==> config.mk <==
export PLATFORM = sky130hd
export DESIGN_NAME = recovery_handler
export DESIGN_NICKNAME = d
export VERILOG_FILES = /design/src/recovery_pkg.sv /design/src/recovery_cmd_if.sv /design/src/recovery_executor.sv /design/src/recovery_handler.sv /design/src/recovery_pec.sv /design/src/recovery_receiver.sv /design/src/recovery_rx_mux.sv
export SDC_FILE = /design/constraint.sdc
export NUM_CORES = 1
export LEC_CHECK = 0
export ABC_AREA = 1
export BUFFER_PORTS_ARGS = -buffer_cell sky130_fd_sc_hd__buf_4
export CORE_MARGIN = 1.5
export CORE_UTILIZATION = 58
export DETAILED_ROUTE_END_ITERATION = 8
export GPL_TIMING_DRIVEN = 0
export PLACE_DENSITY_LB_ADDON = 0.12
export SLEW_MARGIN = 10
export SYNTH_ARGS = -nofsm -noshare
export SYNTH_HDL_FRONTEND = slang
export SYNTH_HIERARCHICAL = 1
export SYNTH_SLANG_ARGS = --single-unit
==> constraint.sdc <==
create_clock -name clk_i -period 4.3 [get_ports clk_i]
set_clock_uncertainty 0.15 [all_clocks]
set_input_delay 0.86 -clock clk_i [delete_from_list [all_inputs] [get_ports clk_i]]
set_output_delay 0.86 -clock clk_i [all_outputs]
set_load 0.02 [all_outputs]
==> src/recovery_pkg.sv <==
// Sizes are fixed here for the whole design; payload and FIFO depths must stay powers of two
`default_nettype none

package recovery_pkg;

  typedef logic [7:0] byte_t;
  typedef logic [15:0] len_t;

  // Device-status mode byte that selects recovery
  localparam byte_t RecoveryModeValue = 8'h03;

  localparam int unsigned PayloadMax = 16;
  localparam int unsigned PayloadAddrW = $clog2(PayloadMax);
  localparam int unsigned PayloadFifoDepth = 16;
  localparam int unsigned PayloadFifoAddrW = $clog2(PayloadFifoDepth);

  // RECOVERY_CTRL is three bytes long, byte 2 carries the activation request
  localparam len_t RecoveryCtrlLen = 16'd3;
  localparam int unsigned RecoveryCtrlActIdx = 2;
  localparam byte_t ActivateImageValue = 8'h0F;

  // SMBus PEC polynomial x^8 + x^2 + x + 1
  localparam byte_t PecPoly = 8'h07;

  typedef enum logic [7:0] {
    RECOVERY_CTRL = 8'h26,
    INDIRECT_DATA = 8'h2B
  } recovery_cmd_e;

  typedef enum logic [2:0] {
    IDLE,
    CMD,
    LEN_LO,
    LEN_HI,
    DATA,
    PEC,
    DONE_WAIT,
    DISCARD
  } rx_state_e;

endpackage

`default_nettype wire

==> src/recovery_cmd_if.sv <==
// Buffer reads are only valid while cmd_valid is high; rd_ack follows rd_req by one cycle
`timescale 1ns/1ps
`default_nettype none

interface recovery_cmd_if;

  logic                                  cmd_valid;
  recovery_pkg::recovery_cmd_e           cmd_code;
  recovery_pkg::len_t                    cmd_len;
  logic                                  cmd_error;
  logic                                  cmd_done;

  logic                                  rd_req;
  logic [recovery_pkg::PayloadAddrW-1:0] rd_idx;
  logic                                  rd_ack;
  recovery_pkg::byte_t                   rd_data;

  modport receiver(
    output cmd_valid, cmd_code, cmd_len, cmd_error, rd_ack, rd_data,
    input cmd_done, rd_req, rd_idx
  );

  modport executor(
    input cmd_valid, cmd_code, cmd_len, cmd_error, rd_ack, rd_data,
    output cmd_done, rd_req, rd_idx
  );

endinterface

`default_nettype wire

==> src/recovery_executor.sv <==
// Error count saturates at 255 and is kept across mode changes; image flag is set-only
`timescale 1ns/1ps
`default_nettype none

module recovery_executor (
  input  logic                clk_i,
  input  logic                arst_n_i,
  input  logic                enable_i,
  recovery_cmd_if.executor    cmd,
  output logic                payload_valid_o,
  output recovery_pkg::byte_t payload_data_o,
  input  logic                payload_ready_i,
  output logic                payload_available_o,
  output logic                image_activated_o,
  output recovery_pkg::byte_t error_count_o
);

  typedef enum logic [2:0] {
    EX_IDLE,
    EX_REQ,
    EX_ACK,
    EX_PUSH,
    EX_DONE
  } exec_state_e;

  typedef logic [recovery_pkg::PayloadFifoAddrW:0] ptr_t;

  exec_state_e                           state_q;
  logic [recovery_pkg::PayloadAddrW-1:0] idx_q;
  logic                                  err_q;
  logic                                  act_q;
  recovery_pkg::byte_t                   hold_q;

  recovery_pkg::byte_t                   fifo_mem[recovery_pkg::PayloadFifoDepth];
  ptr_t                                  wr_ptr_q;
  ptr_t                                  rd_ptr_q;
  logic                                  fifo_full;
  logic                                  fifo_empty;
  logic                                  push;
  logic                                  pop;
  recovery_pkg::byte_t                   push_data;
  logic                                  is_ctrl;
  logic                                  last;

  assign is_ctrl = (cmd.cmd_code == recovery_pkg::RECOVERY_CTRL);
  assign last    = (recovery_pkg::len_t'(idx_q) + 16'd1 == cmd.cmd_len);

  assign cmd.cmd_done = (state_q == EX_DONE);
  assign cmd.rd_req   = (state_q == EX_REQ);
  assign cmd.rd_idx   = idx_q;

  assign fifo_empty = (wr_ptr_q == rd_ptr_q);
  assign fifo_full  = (wr_ptr_q == {~rd_ptr_q[recovery_pkg::PayloadFifoAddrW],
                                    rd_ptr_q[recovery_pkg::PayloadFifoAddrW-1:0]});

  // Push straight from the read data, or from the hold register after a stall
  assign push = !fifo_full && !is_ctrl &&
                ((state_q == EX_ACK && cmd.rd_ack) || state_q == EX_PUSH);
  assign push_data = (state_q == EX_PUSH) ? hold_q : cmd.rd_data;
  assign pop = payload_valid_o && payload_ready_i;

  always_ff @(posedge clk_i or negedge arst_n_i) begin
    if (!arst_n_i) begin
      state_q           <= EX_IDLE;
      idx_q             <= '0;
      err_q             <= 1'b0;
      act_q             <= 1'b0;
      image_activated_o <= 1'b0;
    end else if (!enable_i) begin
      state_q           <= EX_IDLE;
      idx_q             <= '0;
      err_q             <= 1'b0;
      act_q             <= 1'b0;
      image_activated_o <= 1'b0;
    end else begin
      case (state_q)
        EX_IDLE: begin
          if (cmd.cmd_valid) begin
            idx_q <= '0;
            err_q <= 1'b0;
            act_q <= 1'b0;
            if (cmd.cmd_error || (is_ctrl && cmd.cmd_len != recovery_pkg::RecoveryCtrlLen)) begin
              err_q   <= 1'b1;
              state_q <= EX_DONE;
            end else if (is_ctrl) begin
              idx_q   <= recovery_pkg::PayloadAddrW'(recovery_pkg::RecoveryCtrlActIdx);
              state_q <= EX_REQ;
            end else if (cmd.cmd_len == '0) begin
              state_q <= EX_DONE;
            end else begin
              state_q <= EX_REQ;
            end
          end
        end
        EX_REQ: state_q <= EX_ACK;
        EX_ACK: begin
          if (cmd.rd_ack) begin
            if (is_ctrl) begin
              act_q   <= (cmd.rd_data == recovery_pkg::ActivateImageValue);
              state_q <= EX_DONE;
            end else if (fifo_full) begin
              state_q <= EX_PUSH;
            end else if (last) begin
              state_q <= EX_DONE;
            end else begin
              idx_q   <= idx_q + 1'b1;
              state_q <= EX_REQ;
            end
          end
        end
        EX_PUSH: begin
          if (!fifo_full) begin
            if (last) begin
              state_q <= EX_DONE;
            end else begin
              idx_q   <= idx_q + 1'b1;
              state_q <= EX_REQ;
            end
          end
        end
        EX_DONE: begin
          state_q <= EX_IDLE;
          if (act_q) begin
            image_activated_o <= 1'b1;
          end
        end
        default: state_q <= EX_IDLE;
      endcase
    end
  end

  always_ff @(posedge clk_i or negedge arst_n_i) begin
    if (!arst_n_i) begin
      error_count_o <= '0;
    end else if (enable_i && state_q == EX_DONE && err_q && error_count_o != 8'hFF) begin
      error_count_o <= error_count_o + 8'd1;
    end
  end

  always_ff @(posedge clk_i or negedge arst_n_i) begin
    if (!arst_n_i) begin
      wr_ptr_q <= '0;
      rd_ptr_q <= '0;
    end else if (!enable_i) begin
      wr_ptr_q <= '0;
      rd_ptr_q <= '0;
    end else begin
      if (push) begin
        wr_ptr_q <= wr_ptr_q + 1'b1;
      end
      if (pop) begin
        rd_ptr_q <= rd_ptr_q + 1'b1;
      end
    end
  end

  always_ff @(posedge clk_i) begin
    if (state_q == EX_ACK) begin
      hold_q <= cmd.rd_data;
    end
    if (push) begin
      fifo_mem[wr_ptr_q[recovery_pkg::PayloadFifoAddrW-1:0]] <= push_data;
    end
  end

  assign payload_valid_o     = !fifo_empty;
  assign payload_available_o = !fifo_empty;
  assign payload_data_o      = fifo_mem[rd_ptr_q[recovery_pkg::PayloadFifoAddrW-1:0]];

  // Occupancy never exceeds the depth, so no push ever lands on a full FIFO
  a_no_push_full : assert property (@(posedge clk_i) disable iff (!arst_n_i)
    ptr_t'(wr_ptr_q - rd_ptr_q) <= ptr_t'(recovery_pkg::PayloadFifoDepth));

endmodule

`default_nettype wire

==> src/recovery_handler.sv <==
// Write direction only; mode_i is sampled each cycle and leaving recovery flushes all state
`timescale 1ns/1ps
`default_nettype none

module recovery_handler (
  input  logic                clk_i,
  input  logic                arst_n_i,
  input  recovery_pkg::byte_t mode_i,

  // Bus conditions and address byte
  input  logic                bus_start_i,
  input  logic                bus_stop_i,
  input  recovery_pkg::byte_t bus_addr_i,
  input  logic                bus_addr_valid_i,

  input  logic                ctl_rx_valid_i,
  input  recovery_pkg::byte_t ctl_rx_data_i,
  output logic                ctl_rx_ready_o,

  output logic                tti_rx_valid_o,
  output recovery_pkg::byte_t tti_rx_data_o,
  input  logic                tti_rx_ready_i,

  // Firmware-side payload reader
  output logic                payload_valid_o,
  output recovery_pkg::byte_t payload_data_o,
  input  logic                payload_ready_i,
  output logic                payload_available_o,

  output logic                image_activated_o,
  output recovery_pkg::byte_t error_count_o
);

  logic                recovery_enable;
  logic                rec_valid;
  logic                rec_ready;
  recovery_pkg::byte_t rec_data;

  recovery_cmd_if cmd_if ();

  recovery_rx_mux rx_mux_inst (
    .clk_i,
    .arst_n_i,
    .mode_i,
    .ctl_rx_valid_i,
    .ctl_rx_data_i,
    .ctl_rx_ready_o,
    .tti_rx_valid_o,
    .tti_rx_data_o,
    .tti_rx_ready_i,
    .rec_valid_o      (rec_valid),
    .rec_data_o       (rec_data),
    .rec_ready_i      (rec_ready),
    .recovery_enable_o(recovery_enable)
  );

  recovery_receiver receiver_inst (
    .clk_i,
    .arst_n_i,
    .enable_i        (recovery_enable),
    .bus_start_i,
    .bus_stop_i,
    .bus_addr_i,
    .bus_addr_valid_i,
    .byte_valid_i    (rec_valid),
    .byte_data_i     (rec_data),
    .byte_ready_o    (rec_ready),
    .cmd             (cmd_if.receiver)
  );

  recovery_executor executor_inst (
    .clk_i,
    .arst_n_i,
    .enable_i(recovery_enable),
    .cmd     (cmd_if.executor),
    .payload_valid_o,
    .payload_data_o,
    .payload_ready_i,
    .payload_available_o,
    .image_activated_o,
    .error_count_o
  );

endmodule

`default_nettype wire

==> src/recovery_pec.sv <==
// One byte per cycle, MSB first, no final XOR; clear_i wins over init_i and valid_i
`timescale 1ns/1ps
`default_nettype none

module recovery_pec (
  input  logic                clk_i,
  input  logic                arst_n_i,
  input  logic                clear_i,
  input  logic                valid_i,
  input  logic                init_i,
  input  recovery_pkg::byte_t data_i,
  output recovery_pkg::byte_t crc_o
);

  recovery_pkg::byte_t crc_q;

  function automatic recovery_pkg::byte_t crc8_step(recovery_pkg::byte_t crc,
                                                    recovery_pkg::byte_t data);
    recovery_pkg::byte_t c;
    c = crc ^ data;
    for (int i = 0; i < 8; i++) begin
      c = {c[6:0], 1'b0} ^ (c[7] ? recovery_pkg::PecPoly : 8'h00);
    end
    return c;
  endfunction

  always_ff @(posedge clk_i or negedge arst_n_i) begin
    if (!arst_n_i) begin
      crc_q <= '0;
    end else if (clear_i) begin
      crc_q <= '0;
    end else if (valid_i && init_i) begin
      // Address byte restarts the checksum
      crc_q <= crc8_step(8'h00, data_i);
    end else if (valid_i) begin
      crc_q <= crc8_step(crc_q, data_i);
    end
  end

  assign crc_o = crc_q;

endmodule

`default_nettype wire

==> src/recovery_receiver.sv <==
// Last byte before stop is taken as PEC; payloads above PayloadMax are dropped and flagged
`timescale 1ns/1ps
`default_nettype none

module recovery_receiver (
  input  logic                clk_i,
  input  logic                arst_n_i,
  input  logic                enable_i,
  input  logic                bus_start_i,
  input  logic                bus_stop_i,
  input  recovery_pkg::byte_t bus_addr_i,
  input  logic                bus_addr_valid_i,
  input  logic                byte_valid_i,
  input  recovery_pkg::byte_t byte_data_i,
  output logic                byte_ready_o,
  recovery_cmd_if.receiver    cmd
);

  typedef logic [recovery_pkg::PayloadAddrW:0] cnt_t;

  recovery_pkg::rx_state_e state_q;
  recovery_pkg::byte_t     cmd_q;
  recovery_pkg::len_t      len_q;
  recovery_pkg::byte_t     pend_q;
  recovery_pkg::byte_t     buf_q[recovery_pkg::PayloadMax];
  cnt_t                    count_q;
  logic                    start_pend_q;

  logic                    byte_fire;
  logic                    buf_full;
  logic                    store;
  logic                    hdr_byte;
  logic                    pkt_error;
  logic                    pec_clear;
  logic                    pec_valid;
  recovery_pkg::byte_t     pec_data;
  recovery_pkg::byte_t     pec_crc;

  // Bus conditions take the cycle, so no byte is taken with them
  assign byte_ready_o = enable_i && (state_q != recovery_pkg::DONE_WAIT) &&
                        !bus_start_i && !bus_stop_i;
  assign byte_fire = byte_valid_i && byte_ready_o;
  assign buf_full  = (count_q == cnt_t'(recovery_pkg::PayloadMax));
  assign hdr_byte  = (state_q == recovery_pkg::CMD) || (state_q == recovery_pkg::LEN_LO) ||
                     (state_q == recovery_pkg::LEN_HI);

  // Held byte becomes payload once a later byte shows it was not the PEC
  assign store = byte_fire && (state_q == recovery_pkg::PEC) && !buf_full;

  assign pkt_error = (state_q == recovery_pkg::DISCARD) ||
                     (pend_q != pec_crc) ||
                     (len_q > recovery_pkg::len_t'(recovery_pkg::PayloadMax)) ||
                     (len_q != recovery_pkg::len_t'(count_q)) ||
                     !((cmd_q == recovery_pkg::RECOVERY_CTRL) ||
                       (cmd_q == recovery_pkg::INDIRECT_DATA));

  always_comb begin
    pec_clear = !enable_i || (bus_start_i && !bus_addr_valid_i);
    pec_valid = bus_addr_valid_i || (byte_fire && hdr_byte) || store;
    if (bus_addr_valid_i) begin
      pec_data = bus_addr_i;
    end else begin
      pec_data = (state_q == recovery_pkg::PEC) ? pend_q : byte_data_i;
    end
  end

  recovery_pec pec_inst (
    .clk_i,
    .arst_n_i,
    .clear_i(pec_clear),
    .valid_i(pec_valid),
    .init_i (bus_addr_valid_i),
    .data_i (pec_data),
    .crc_o  (pec_crc)
  );

  always_ff @(posedge clk_i or negedge arst_n_i) begin
    if (!arst_n_i) begin
      state_q       <= recovery_pkg::IDLE;
      count_q       <= '0;
      start_pend_q  <= 1'b0;
      cmd.cmd_valid <= 1'b0;
      cmd.cmd_error <= 1'b0;
      cmd.rd_ack    <= 1'b0;
    end else if (!enable_i) begin
      state_q       <= recovery_pkg::IDLE;
      count_q       <= '0;
      start_pend_q  <= 1'b0;
      cmd.cmd_valid <= 1'b0;
      cmd.cmd_error <= 1'b0;
      cmd.rd_ack    <= 1'b0;
    end else begin
      cmd.rd_ack <= cmd.rd_req;
      if (state_q == recovery_pkg::DONE_WAIT) begin
        // A start seen while the command runs opens the next packet
        if (bus_start_i) begin
          start_pend_q <= 1'b1;
        end
        if (cmd.cmd_done) begin
          cmd.cmd_valid <= 1'b0;
          start_pend_q  <= 1'b0;
          count_q       <= '0;
          state_q       <= (start_pend_q || bus_start_i) ? recovery_pkg::CMD : recovery_pkg::IDLE;
        end
      end else if (bus_start_i) begin
        state_q <= recovery_pkg::CMD;
        count_q <= '0;
      end else if (bus_stop_i) begin
        if (state_q == recovery_pkg::PEC || state_q == recovery_pkg::DISCARD) begin
          state_q       <= recovery_pkg::DONE_WAIT;
          cmd.cmd_valid <= 1'b1;
          cmd.cmd_error <= pkt_error;
        end else begin
          state_q <= recovery_pkg::IDLE;
        end
      end else if (byte_fire) begin
        case (state_q)
          recovery_pkg::CMD:    state_q <= recovery_pkg::LEN_LO;
          recovery_pkg::LEN_LO: state_q <= recovery_pkg::LEN_HI;
          recovery_pkg::LEN_HI: state_q <= recovery_pkg::DATA;
          recovery_pkg::DATA:   state_q <= recovery_pkg::PEC;
          recovery_pkg::PEC: begin
            if (buf_full) begin
              state_q <= recovery_pkg::DISCARD;
            end else begin
              count_q <= count_q + 1'b1;
            end
          end
          default: ;
        endcase
      end
    end
  end

  always_ff @(posedge clk_i) begin
    if (byte_fire) begin
      case (state_q)
        recovery_pkg::CMD:    cmd_q <= byte_data_i;
        recovery_pkg::LEN_LO: len_q[7:0] <= byte_data_i;
        recovery_pkg::LEN_HI: len_q[15:8] <= byte_data_i;
        recovery_pkg::DATA, recovery_pkg::PEC: pend_q <= byte_data_i;
        default: ;
      endcase
    end
    if (store) begin
      buf_q[count_q[recovery_pkg::PayloadAddrW-1:0]] <= pend_q;
    end
    cmd.rd_data <= buf_q[cmd.rd_idx];
  end

  assign cmd.cmd_code = recovery_pkg::recovery_cmd_e'(cmd_q);
  assign cmd.cmd_len  = len_q;

  a_cmd_held : assert property (@(posedge clk_i) disable iff (!arst_n_i || !enable_i)
    cmd.cmd_valid && !cmd.cmd_done |=> cmd.cmd_valid);

endmodule

`default_nettype wire

==> src/recovery_rx_mux.sv <==
// Mode compare is registered, so a mode change takes effect one cycle later
`timescale 1ns/1ps
`default_nettype none

module recovery_rx_mux (
  input  logic                clk_i,
  input  logic                arst_n_i,
  input  recovery_pkg::byte_t mode_i,

  input  logic                ctl_rx_valid_i,
  input  recovery_pkg::byte_t ctl_rx_data_i,
  output logic                ctl_rx_ready_o,

  output logic                tti_rx_valid_o,
  output recovery_pkg::byte_t tti_rx_data_o,
  input  logic                tti_rx_ready_i,

  output logic                rec_valid_o,
  output recovery_pkg::byte_t rec_data_o,
  input  logic                rec_ready_i,

  output logic                recovery_enable_o
);

  always_ff @(posedge clk_i or negedge arst_n_i) begin
    if (!arst_n_i) begin
      recovery_enable_o <= 1'b0;
    end else begin
      recovery_enable_o <= (mode_i == recovery_pkg::RecoveryModeValue);
    end
  end

  // Only the handshake is steered, both sides see the same data
  always_comb begin
    tti_rx_valid_o = ctl_rx_valid_i & ~recovery_enable_o;
    rec_valid_o    = ctl_rx_valid_i & recovery_enable_o;
    ctl_rx_ready_o = recovery_enable_o ? rec_ready_i : tti_rx_ready_i;
  end

  assign tti_rx_data_o = ctl_rx_data_i;
  assign rec_data_o    = ctl_rx_data_i;

  a_one_sink : assert property (@(posedge clk_i) disable iff (!arst_n_i)
    !(tti_rx_valid_o && rec_valid_o));

endmodule

`default_nettype wire
==> results of run 1 <==
-- final timing paths --
path / start / endpoint / slack [ns]
max in group asynchronous: arst_n_i / receiver_inst/pec_inst/crc_o[0]$_DFFE_PN0P_ / 3.33
max: executor_inst/rd_ptr_q[1]$_DFFE_PN0P_ / payload_data_o[6] / 0.60
min: arst_n_i / executor_inst/error_count_o[0]$_DFFE_PN0P_ / 0.22
min reg2reg: receiver_inst/cmd.rd_data[3]$_DFF_P_ / executor_inst/hold_q[3]$_DFFE_PP_ / 0.28
max reg2reg: receiver_inst/pend_q[6]$_DFFE_PP_ / receiver_inst/pec_inst/crc_o[2]$_DFFE_PN0P_ / 1.49
min in group clk_i: receiver_inst/cmd.rd_data[3]$_DFF_P_ / executor_inst/hold_q[3]$_DFFE_PP_ / 0.28
-- per-stage QoR --
| step | power, W | cells | hold slack, ns |
|---|---|---|---|
| finish | 0.006960 | 2104 | 0.2238 |
| global route | 0.007148 | 2104 | 0.2724 |
| CTS | 0.007009 | 2104 | 0.2531 |
| detailed placement | 0.003902 | 2036 | 0.2671 |
| global placement | 0.003899 | 2033 | 0.2637 |
| floorplan | 0.003845 | 1603 | 0.2582 |
-- per-layer routing --
| metal | up-vias | track usage (%) | share of wire (%) |
|---|---|---|---|
| li1 | 5652 | - | - |
| met1 | 5597 | 40.51 | 44 |
| met2 | 519 | 42.72 | 45 |
| met3 | 62 | 4.349 | 9.0 |
| met4 | 0 | 7.734 | 2.1 |
| met5 | - | 0 | 0 |
-- synth_stat cells (13+ instances only) --
| cell type | count | share of area [%] |
|---|---|---|
| o211ai_1 | 40 | 1.8 |
| o21ai_0 | 132 | 4.0 |
| inv_1 | 165 | 3.8 |
| edfxtp_1 | 296 | 54 |
| inv_2 | 15 | 0.34 |
| buf_4 | 18 | 0.83 |
| o22ai_1 | 21 | 0.80 |
| nand2_2 | 22 | 0.84 |
| nor2_1 | 172 | 4.0 |
| ha_1 | 13 | 1.0 |
| a21oi_1 | 49 | 1.5 |
| clkbuf_1 | 35 | 0.80 |
| nand3_1 | 122 | 3.7 |
| nand2_1 | 318 | 7.3 |
| dfrtp_1 | 49 | 7.5 |
-- sequential cells by signal, indices dropped and copies added (netlist names), 3 cells and up --
name and cells:
executor_inst/cmd.rd_idx 4, executor_inst/error_count_o 8, executor_inst/fifo_mem 128, executor_inst/hold_q 8
executor_inst/rd_ptr_q 5, executor_inst/state_q 3, executor_inst/wr_ptr_q 5, receiver_inst/buf_q 128
receiver_inst/cmd.cmd_code 8, receiver_inst/cmd.cmd_len 16, receiver_inst/cmd.rd_data 8, receiver_inst/count_q 5
receiver_inst/pec_inst/crc_o 8, receiver_inst/pend_q 8, receiver_inst/state_q 3
-- kinds of logic after synthesis --
logic type / synth area share (%)
AO/OA/AOI/OAI: 9.737
AND/OR/NAND/NOR: 18.24
XOR/XNOR: 1.387
multiplexers: 0.06894
adder cells (fa/ha/maj): 0.9960
flip-flops: 62.91
buffers and inverters: 6.657
-- area by class of cell --
cell class	instances	area [sq um]
timing repair buffer	55	412.9
buffer	74	392.9
clock buffer	52	1012
tap	378	473.0
fill	2261	9369
sequential	353	10270
inverter	184	694.4
multi-input combinational	992	4974
clock inverter	16	178.9
-- critical path, stage by stage (launching register included) --
cell	delay [ns]
dfrtp_1	0.56
inv_2	0.25
clkbuf_1	0.35
o21ai_0	0.17
o221ai_1	0.39
nand3_1	0.14
nand3_1	0.15
buf_4	0.16
-- power by group through the flow --
stage               Combinational, W  Clock, W  Sequential [W]
floorplan                   0.000108         0         0.00374
finish                      0.000165   0.00313         0.00367
global placement            0.000163         0         0.00374
CTS                         0.000166   0.00318         0.00367
global route                0.000184   0.00330         0.00366
detailed placement          0.000165         0         0.00374
==> summary.md, run 1 <==
| Metric | Value |
|---|---|
| Cts hold-fix bufs | `0` |
| Fin. Hold Viols | `0` |
| Initial DRC count | `about 1100` |
| Core area | `27780 sq um` |
| Clock latency at the later pin of the worst-skew pair | `about 0.53 ns` |
| Io pins | `61` |
| HPWL after DPL | `26980 um` |
| Die Span X | `170.8 um` |
| Number of global-route vias before repair | `11180` |
| Final #Nets | `~1700` |
| NetSw | `0.001387 W` |
| Critical Path Sink Type | `primary output` |
| Placed inst area | `17220 sq um` |
| Final core utilization | `roughly two thirds` |
| CTS Buffer Depth | `3` |
| Final setup vio count | `0` |
| Place WS | `1.043 ns` |
| Max_cap viols | `0` |
| Ys Warns | `6` |
| Postcts setup bufs | `0` |
| HP Class | `primary input to asynchronous set/reset pin` |
| Power per cell area | `around 380 nW/um^2` |
| Std-Cell Rows | `between 60 and 70` |
| Die Height | `170.8 um` |
| Final Max Slew Viols | `0` |
| Sequential share of the synthesized area | `62.91%` |
| WL/cell | `~19 um` |
| CP arrival | `2.69 ns` |
| First-pass GRT wire length | `around 61000 um` |
| Port bufs | `52` |
| Worst-path clk slew | `roughly 0.060 ns` |
| Initial antenna violation count | `0` |
| FF-to-FF path depth | `13` |
| ANT nets after route | `0` |
| Area Overhead vs Synth | `12.74%` |
| Max-slew headroom | `28.58%` |
| CTS H-tree depth | `2` |
| Setup TNS | `0 ns` |
| Clk root buf | `clkbuf_16` |
| Final setup margin | `between 0.5 and 0.6 ns` |
| CTS resizes | `0` |
| Critical path fanouts, max | `10` |
| Drt pass-1 iters | `8` |
| Switching share of power | `19.93%` |
| Final worst path period need | `3.701 ns` |
| Primary FF master, synth | `edfxtp_1` |
| Most common cell after layout, fill and taps aside | `nand2_1` |
| Via count | `between 10000 and 15000` |
| CTS buffer count | `37` |
| Status | `complete, no violations` |
| Sequential power share | `52.7%` |
| Power share of the clock group | `roughly 45%` |
| Cells after synthesis | `1603` |
| Fmax | `0.2702 GHz` |
| GRT Residual Overflow | `0` |
| CTS tree | `yes` |
| Critical path class | `flop to primary output` |
| Commonest cells after routing, fill and taps aside | `nand2_1, edfxtp_1, nor2_1, inv_1, o21ai_0` |
| LEAKAGE | `7.181 nW` |
| Fin area | `18410 sq um` |
| Peak VDD IR | `0.3609 mV` |
| Gpl congestion | `0.9063` |
| Period utilization | `between 80% and 90%` |
| Mapped Nets | `1648` |
| Req. time, crit path | `around 3.3 ns` |
| Cell Area, Synth | `16330 sq um` |
| Worst setup SP type | `flop` |
| Ys async rst share | `between 10 and 15%` |
| Share of layout cells above drive strength 1 | `12.17%` |
| Unrepaired setup endpoints after global routing | `false` |
| Die ar. | `29170 sq um` |
| Diode count | `0` |
| Overall global routing resource usage | `27.53%` |
| Starting Density | `58.79%` |
| Largest net degree at the start of global routing | `50` |
| Yosys cell types | `50` |
| Syn Area/Cell | `10.19 sq um` |
| Clock sinks | `353` |
| Vias/cell | `roughly 5.6` |
| Power Internal | `between 0.005 and 0.006 W` |
| # DRC | `0` |
| Seq cells post-synth | `353` |
| WL final | `38990 um` |
| Power share of the combinational group | `2.4%` |
| Post-synth EDFFs | `296` |
| Slew @ Worst Pin | `1.063 ns` |
Note: power is estimated with default switching activity, not from simulation.
==> run 2, diff against run 1 <==
--- a/config.mk
+++ b/config.mk
@@ -9,6 +9,7 @@
 export BUFFER_PORTS_ARGS = -buffer_cell sky130_fd_sc_hd__buf_4
 export CORE_MARGIN = 1.5
 export CORE_UTILIZATION = 58
+export CTS_BUF_LIST = sky130_fd_sc_hd__clkbuf_2 sky130_fd_sc_hd__clkbuf_4 sky130_fd_sc_hd__clkbuf_8
 export DETAILED_ROUTE_END_ITERATION = 8
 export GPL_TIMING_DRIVEN = 0
 export PLACE_DENSITY_LB_ADDON = 0.12
==> run 2 against run 1 <==
Wire length about the same. Total power shrank 2.4%. Sequential share of layout area about the same. Die area is the same. Global-route usage hardly changed. Sequential power about the same. Clock power decreased by 5%. Critical endpoint is now payload_data_o[3]. Largest power group unchanged.
==> summary.md, run 2 (synthesis results as in run 1) <==
| Metric | Value |
|---|---|
| CP arrival | `2.73 ns (was 2.69 ns)` |
| Core area | `27780 sq um (unchanged)` |
| Port bufs | `52 (unchanged)` |
| Std-Cell Rows | `61 (unchanged)` |
| Power per cell area | `369.4 nW/um^2 (was 378.0 nW/um^2)` |
| Slew @ Worst Pin | `1.076 ns (was 1.063 ns)` |
| HPWL after DPL | `26980 um (unchanged)` |
| Max_cap viols | `0 (unchanged)` |
| WL/cell | `18.25 um (was 18.53 um)` |
| Status | `complete, no violations (unchanged)` |
| Most common cell after layout, fill and taps aside | `nand2_1 (unchanged)` |
| Max stage delay cell, worst path | `dfrtp_1 (unchanged)` |
| Clock latency at the later pin of the worst-skew pair | `0.60 ns (was 0.53 ns)` |
| Initial DRC count | `1069 (was 1055)` |
| CP Launch Point | `executor_inst/rd_ptr_q[1]$_DFFE_PN0P_ (unchanged)` |
| Period utilization | `86.93% (was 86.08%)` |
| Req. time, crit path | `3.29 ns (about the same)` |
| Final Max Slew Viols | `0 (unchanged)` |
| Largest net degree at the start of global routing | `50 (unchanged)` |
| Cells along the critical path | `inv_2 -> clkbuf_1 -> o21ai_0 -> o221ai_1 -> nand3_1 -> nand3_1 -> buf_4 (unchanged)` |
| Die Height | `170.8 um (unchanged)` |
| WL final | `39020 um (was 38990 um)` |
| Final worst path period need | `3.738 ns (was 3.701 ns)` |
| Clock sinks | `353 (unchanged)` |
| HP Class | `primary input to asynchronous set/reset pin (unchanged)` |
| Commonest cells after routing, fill and taps aside | `nand2_1, edfxtp_1, nor2_1, inv_1, o21ai_0 (unchanged)` |
| Final setup vio count | `0 (unchanged)` |
| CTS resizes | `0 (unchanged)` |
| # DRC | `0 (unchanged)` |
| Overall global routing resource usage | `27.49% (was 27.53%)` |
| Critical Path Sink Type | `primary output (unchanged)` |
| Io pins | `61 (unchanged)` |
| Starting Density | `58.79% (unchanged)` |
| Layout fillers | `2263 (was 2261)` |
| CTS Buffer Depth | `3 (unchanged)` |
| Number of global-route vias before repair | `11370 (was 11180)` |
| Gpl congestion | `0.9063 (unchanged)` |
| Fmax | `0.2675 GHz (was 0.2702 GHz)` |
| Worst r2r src | `rx_mux_inst/recovery_enable_o$_DFF_PN0_ (was receiver_inst/pend_q[6]$_DFFE_PP_)` |
| Final setup margin | `0.5620 ns (was 0.5987 ns)` |
| Worst-path clk slew | `0.07 ns (was 0.06 ns)` |
| Worst setup SP type | `flop (unchanged)` |
| Initial antenna violation count | `0 (unchanged)` |
| CTS tree | `yes (unchanged)` |
| Place WS | `1.043 ns (unchanged)` |
| Share of layout cells above drive strength 1 | `14.15% (was 12.17%)` |
| GRT Residual Overflow | `0 (unchanged)` |
| Drt pass-1 iters | `6 (was 8)` |
| Area Overhead vs Synth | `12.65% (was 12.74%)` |
| Die ar. | `29170 sq um (unchanged)` |
| CTS H-tree depth | `2 (unchanged)` |
| Clk root buf | `clkbuf_8 (was clkbuf_16)` |
| Peak VDD IR | `0.2728 mV (was 0.3609 mV)` |
| Die Span X | `170.8 um (unchanged)` |
| First-pass GRT wire length | `60950 um (was 61010 um)` |
| Cts hold-fix bufs | `0 (unchanged)` |
| Final #Nets | `1761 (was 1742)` |
| Max-slew headroom | `27.74% (was 28.58%)` |
| Setup TNS | `0 ns (unchanged)` |
| ANT nets after route | `0 (unchanged)` |
| Diode count | `0 (unchanged)` |
| Postcts setup bufs | `0 (unchanged)` |
| Fin. Hold Viols | `0 (unchanged)` |
| Vias/cell | `5.593 (was 5.623)` |
| Critical path class | `flop to primary output (unchanged)` |
| Via count | `11960 (was 11830)` |
| CTS buffer count | `56 (was 37)` |
| Most frequent CP cell | `nand3_1 (unchanged)` |
| LEAKAGE | `7.227 nW (was 7.181 nW)` |
| Unrepaired setup endpoints after global routing | `false (unchanged)` |
| Critical path fanouts, max | `10 (unchanged)` |
| Worst path max stage delay | `0.56 ns (about the same)` |
## run 2: cell count changes in the layout (fill, tap and decap cells not counted), sizes merged
cell	change
clkbuf	+23
inv	-1
bufinv	+1
clkinv	+13
clkinvlp	-2
## run 2: area by class of cell
class | count | area (sq um) | area share [%]
clock inverter | 27 | 256.5 | 1.394
tap | 378 | 473.0 | 2.571
buffer | 74 | 392.9 | 2.135
timing repair buffer | 55 | 412.9 | 2.244
multi-input combinational | 992 | 4974 | 27.03
sequential | 353 | 10270 | 55.85
clock buffer | 75 | 919.6 | 4.999
inverter | 184 | 694.4 | 3.774
## run 2: path summary, 6_finish.rpt
check,endpoint,slack (ns),cells after the start
max,payload_data_o[3],0.56,7
min,receiver_inst/state_q[1]$_DFFE_PN0P_,0.14,1
max reg2reg,receiver_inst/pec_inst/crc_o[4]$_DFFE_PN0P_,1.45,10
min reg2reg,executor_inst/hold_q[2]$_DFFE_PP_,0.28,0
max in group asynchronous,receiver_inst/pec_inst/crc_o[3]$_DFFE_PN0P_,3.38,1
min in group clk_i,executor_inst/hold_q[2]$_DFFE_PP_,0.28,0
## run 2: routing by layer
layer / routed length [um] / vias up / global-route usage, %
li1: - / 5694 / -
met3: 3950 / 84 / 5.598
met4: 1211 / 0 / 10.16
met1: 16630 / 5623 / 39.88
met5: 0 / - / 0
met2: 17220 / 557 / 41.22
## run 2: critical path: cells and delay by family (launching register included)
kind                   cells  cell delay (ns)
buffers and inverters      3             0.75
AOI/OAI and AO/OA          2             0.58
DFF                        1             0.56
and+or+nand+nor            2             0.22
## run 2: per-stage QoR
step                      util (%)  cells  instance area [sq um]  hold slack [ns]  power [W]
after floorplan                  -   1603                  16330           0.2582   0.003845
after global placement       61.89   2033                  17200           0.2637   0.003899
after detailed placement     61.99   2036                  17220           0.2671   0.003902
after CTS                    66.22   2138                  18400           0.1488   0.006848
after global routing         66.22   2138                  18400           0.1722   0.007011
final                        66.22   2138                  18400           0.1354   0.006795
## run 2: report_power, final
| part | leakage [nW] | internal (W) | switching, W |
|---|---|---|---|
| Combinational | 3.19 | 0.0000667 | 0.0000983 |
| Clock | 0.622 | 0.00165 | 0.00132 |
| Sequential | 3.41 | 0.00367 | 0.000000391 |
| Total | 7.23 | 0.00538 | 0.00141 |
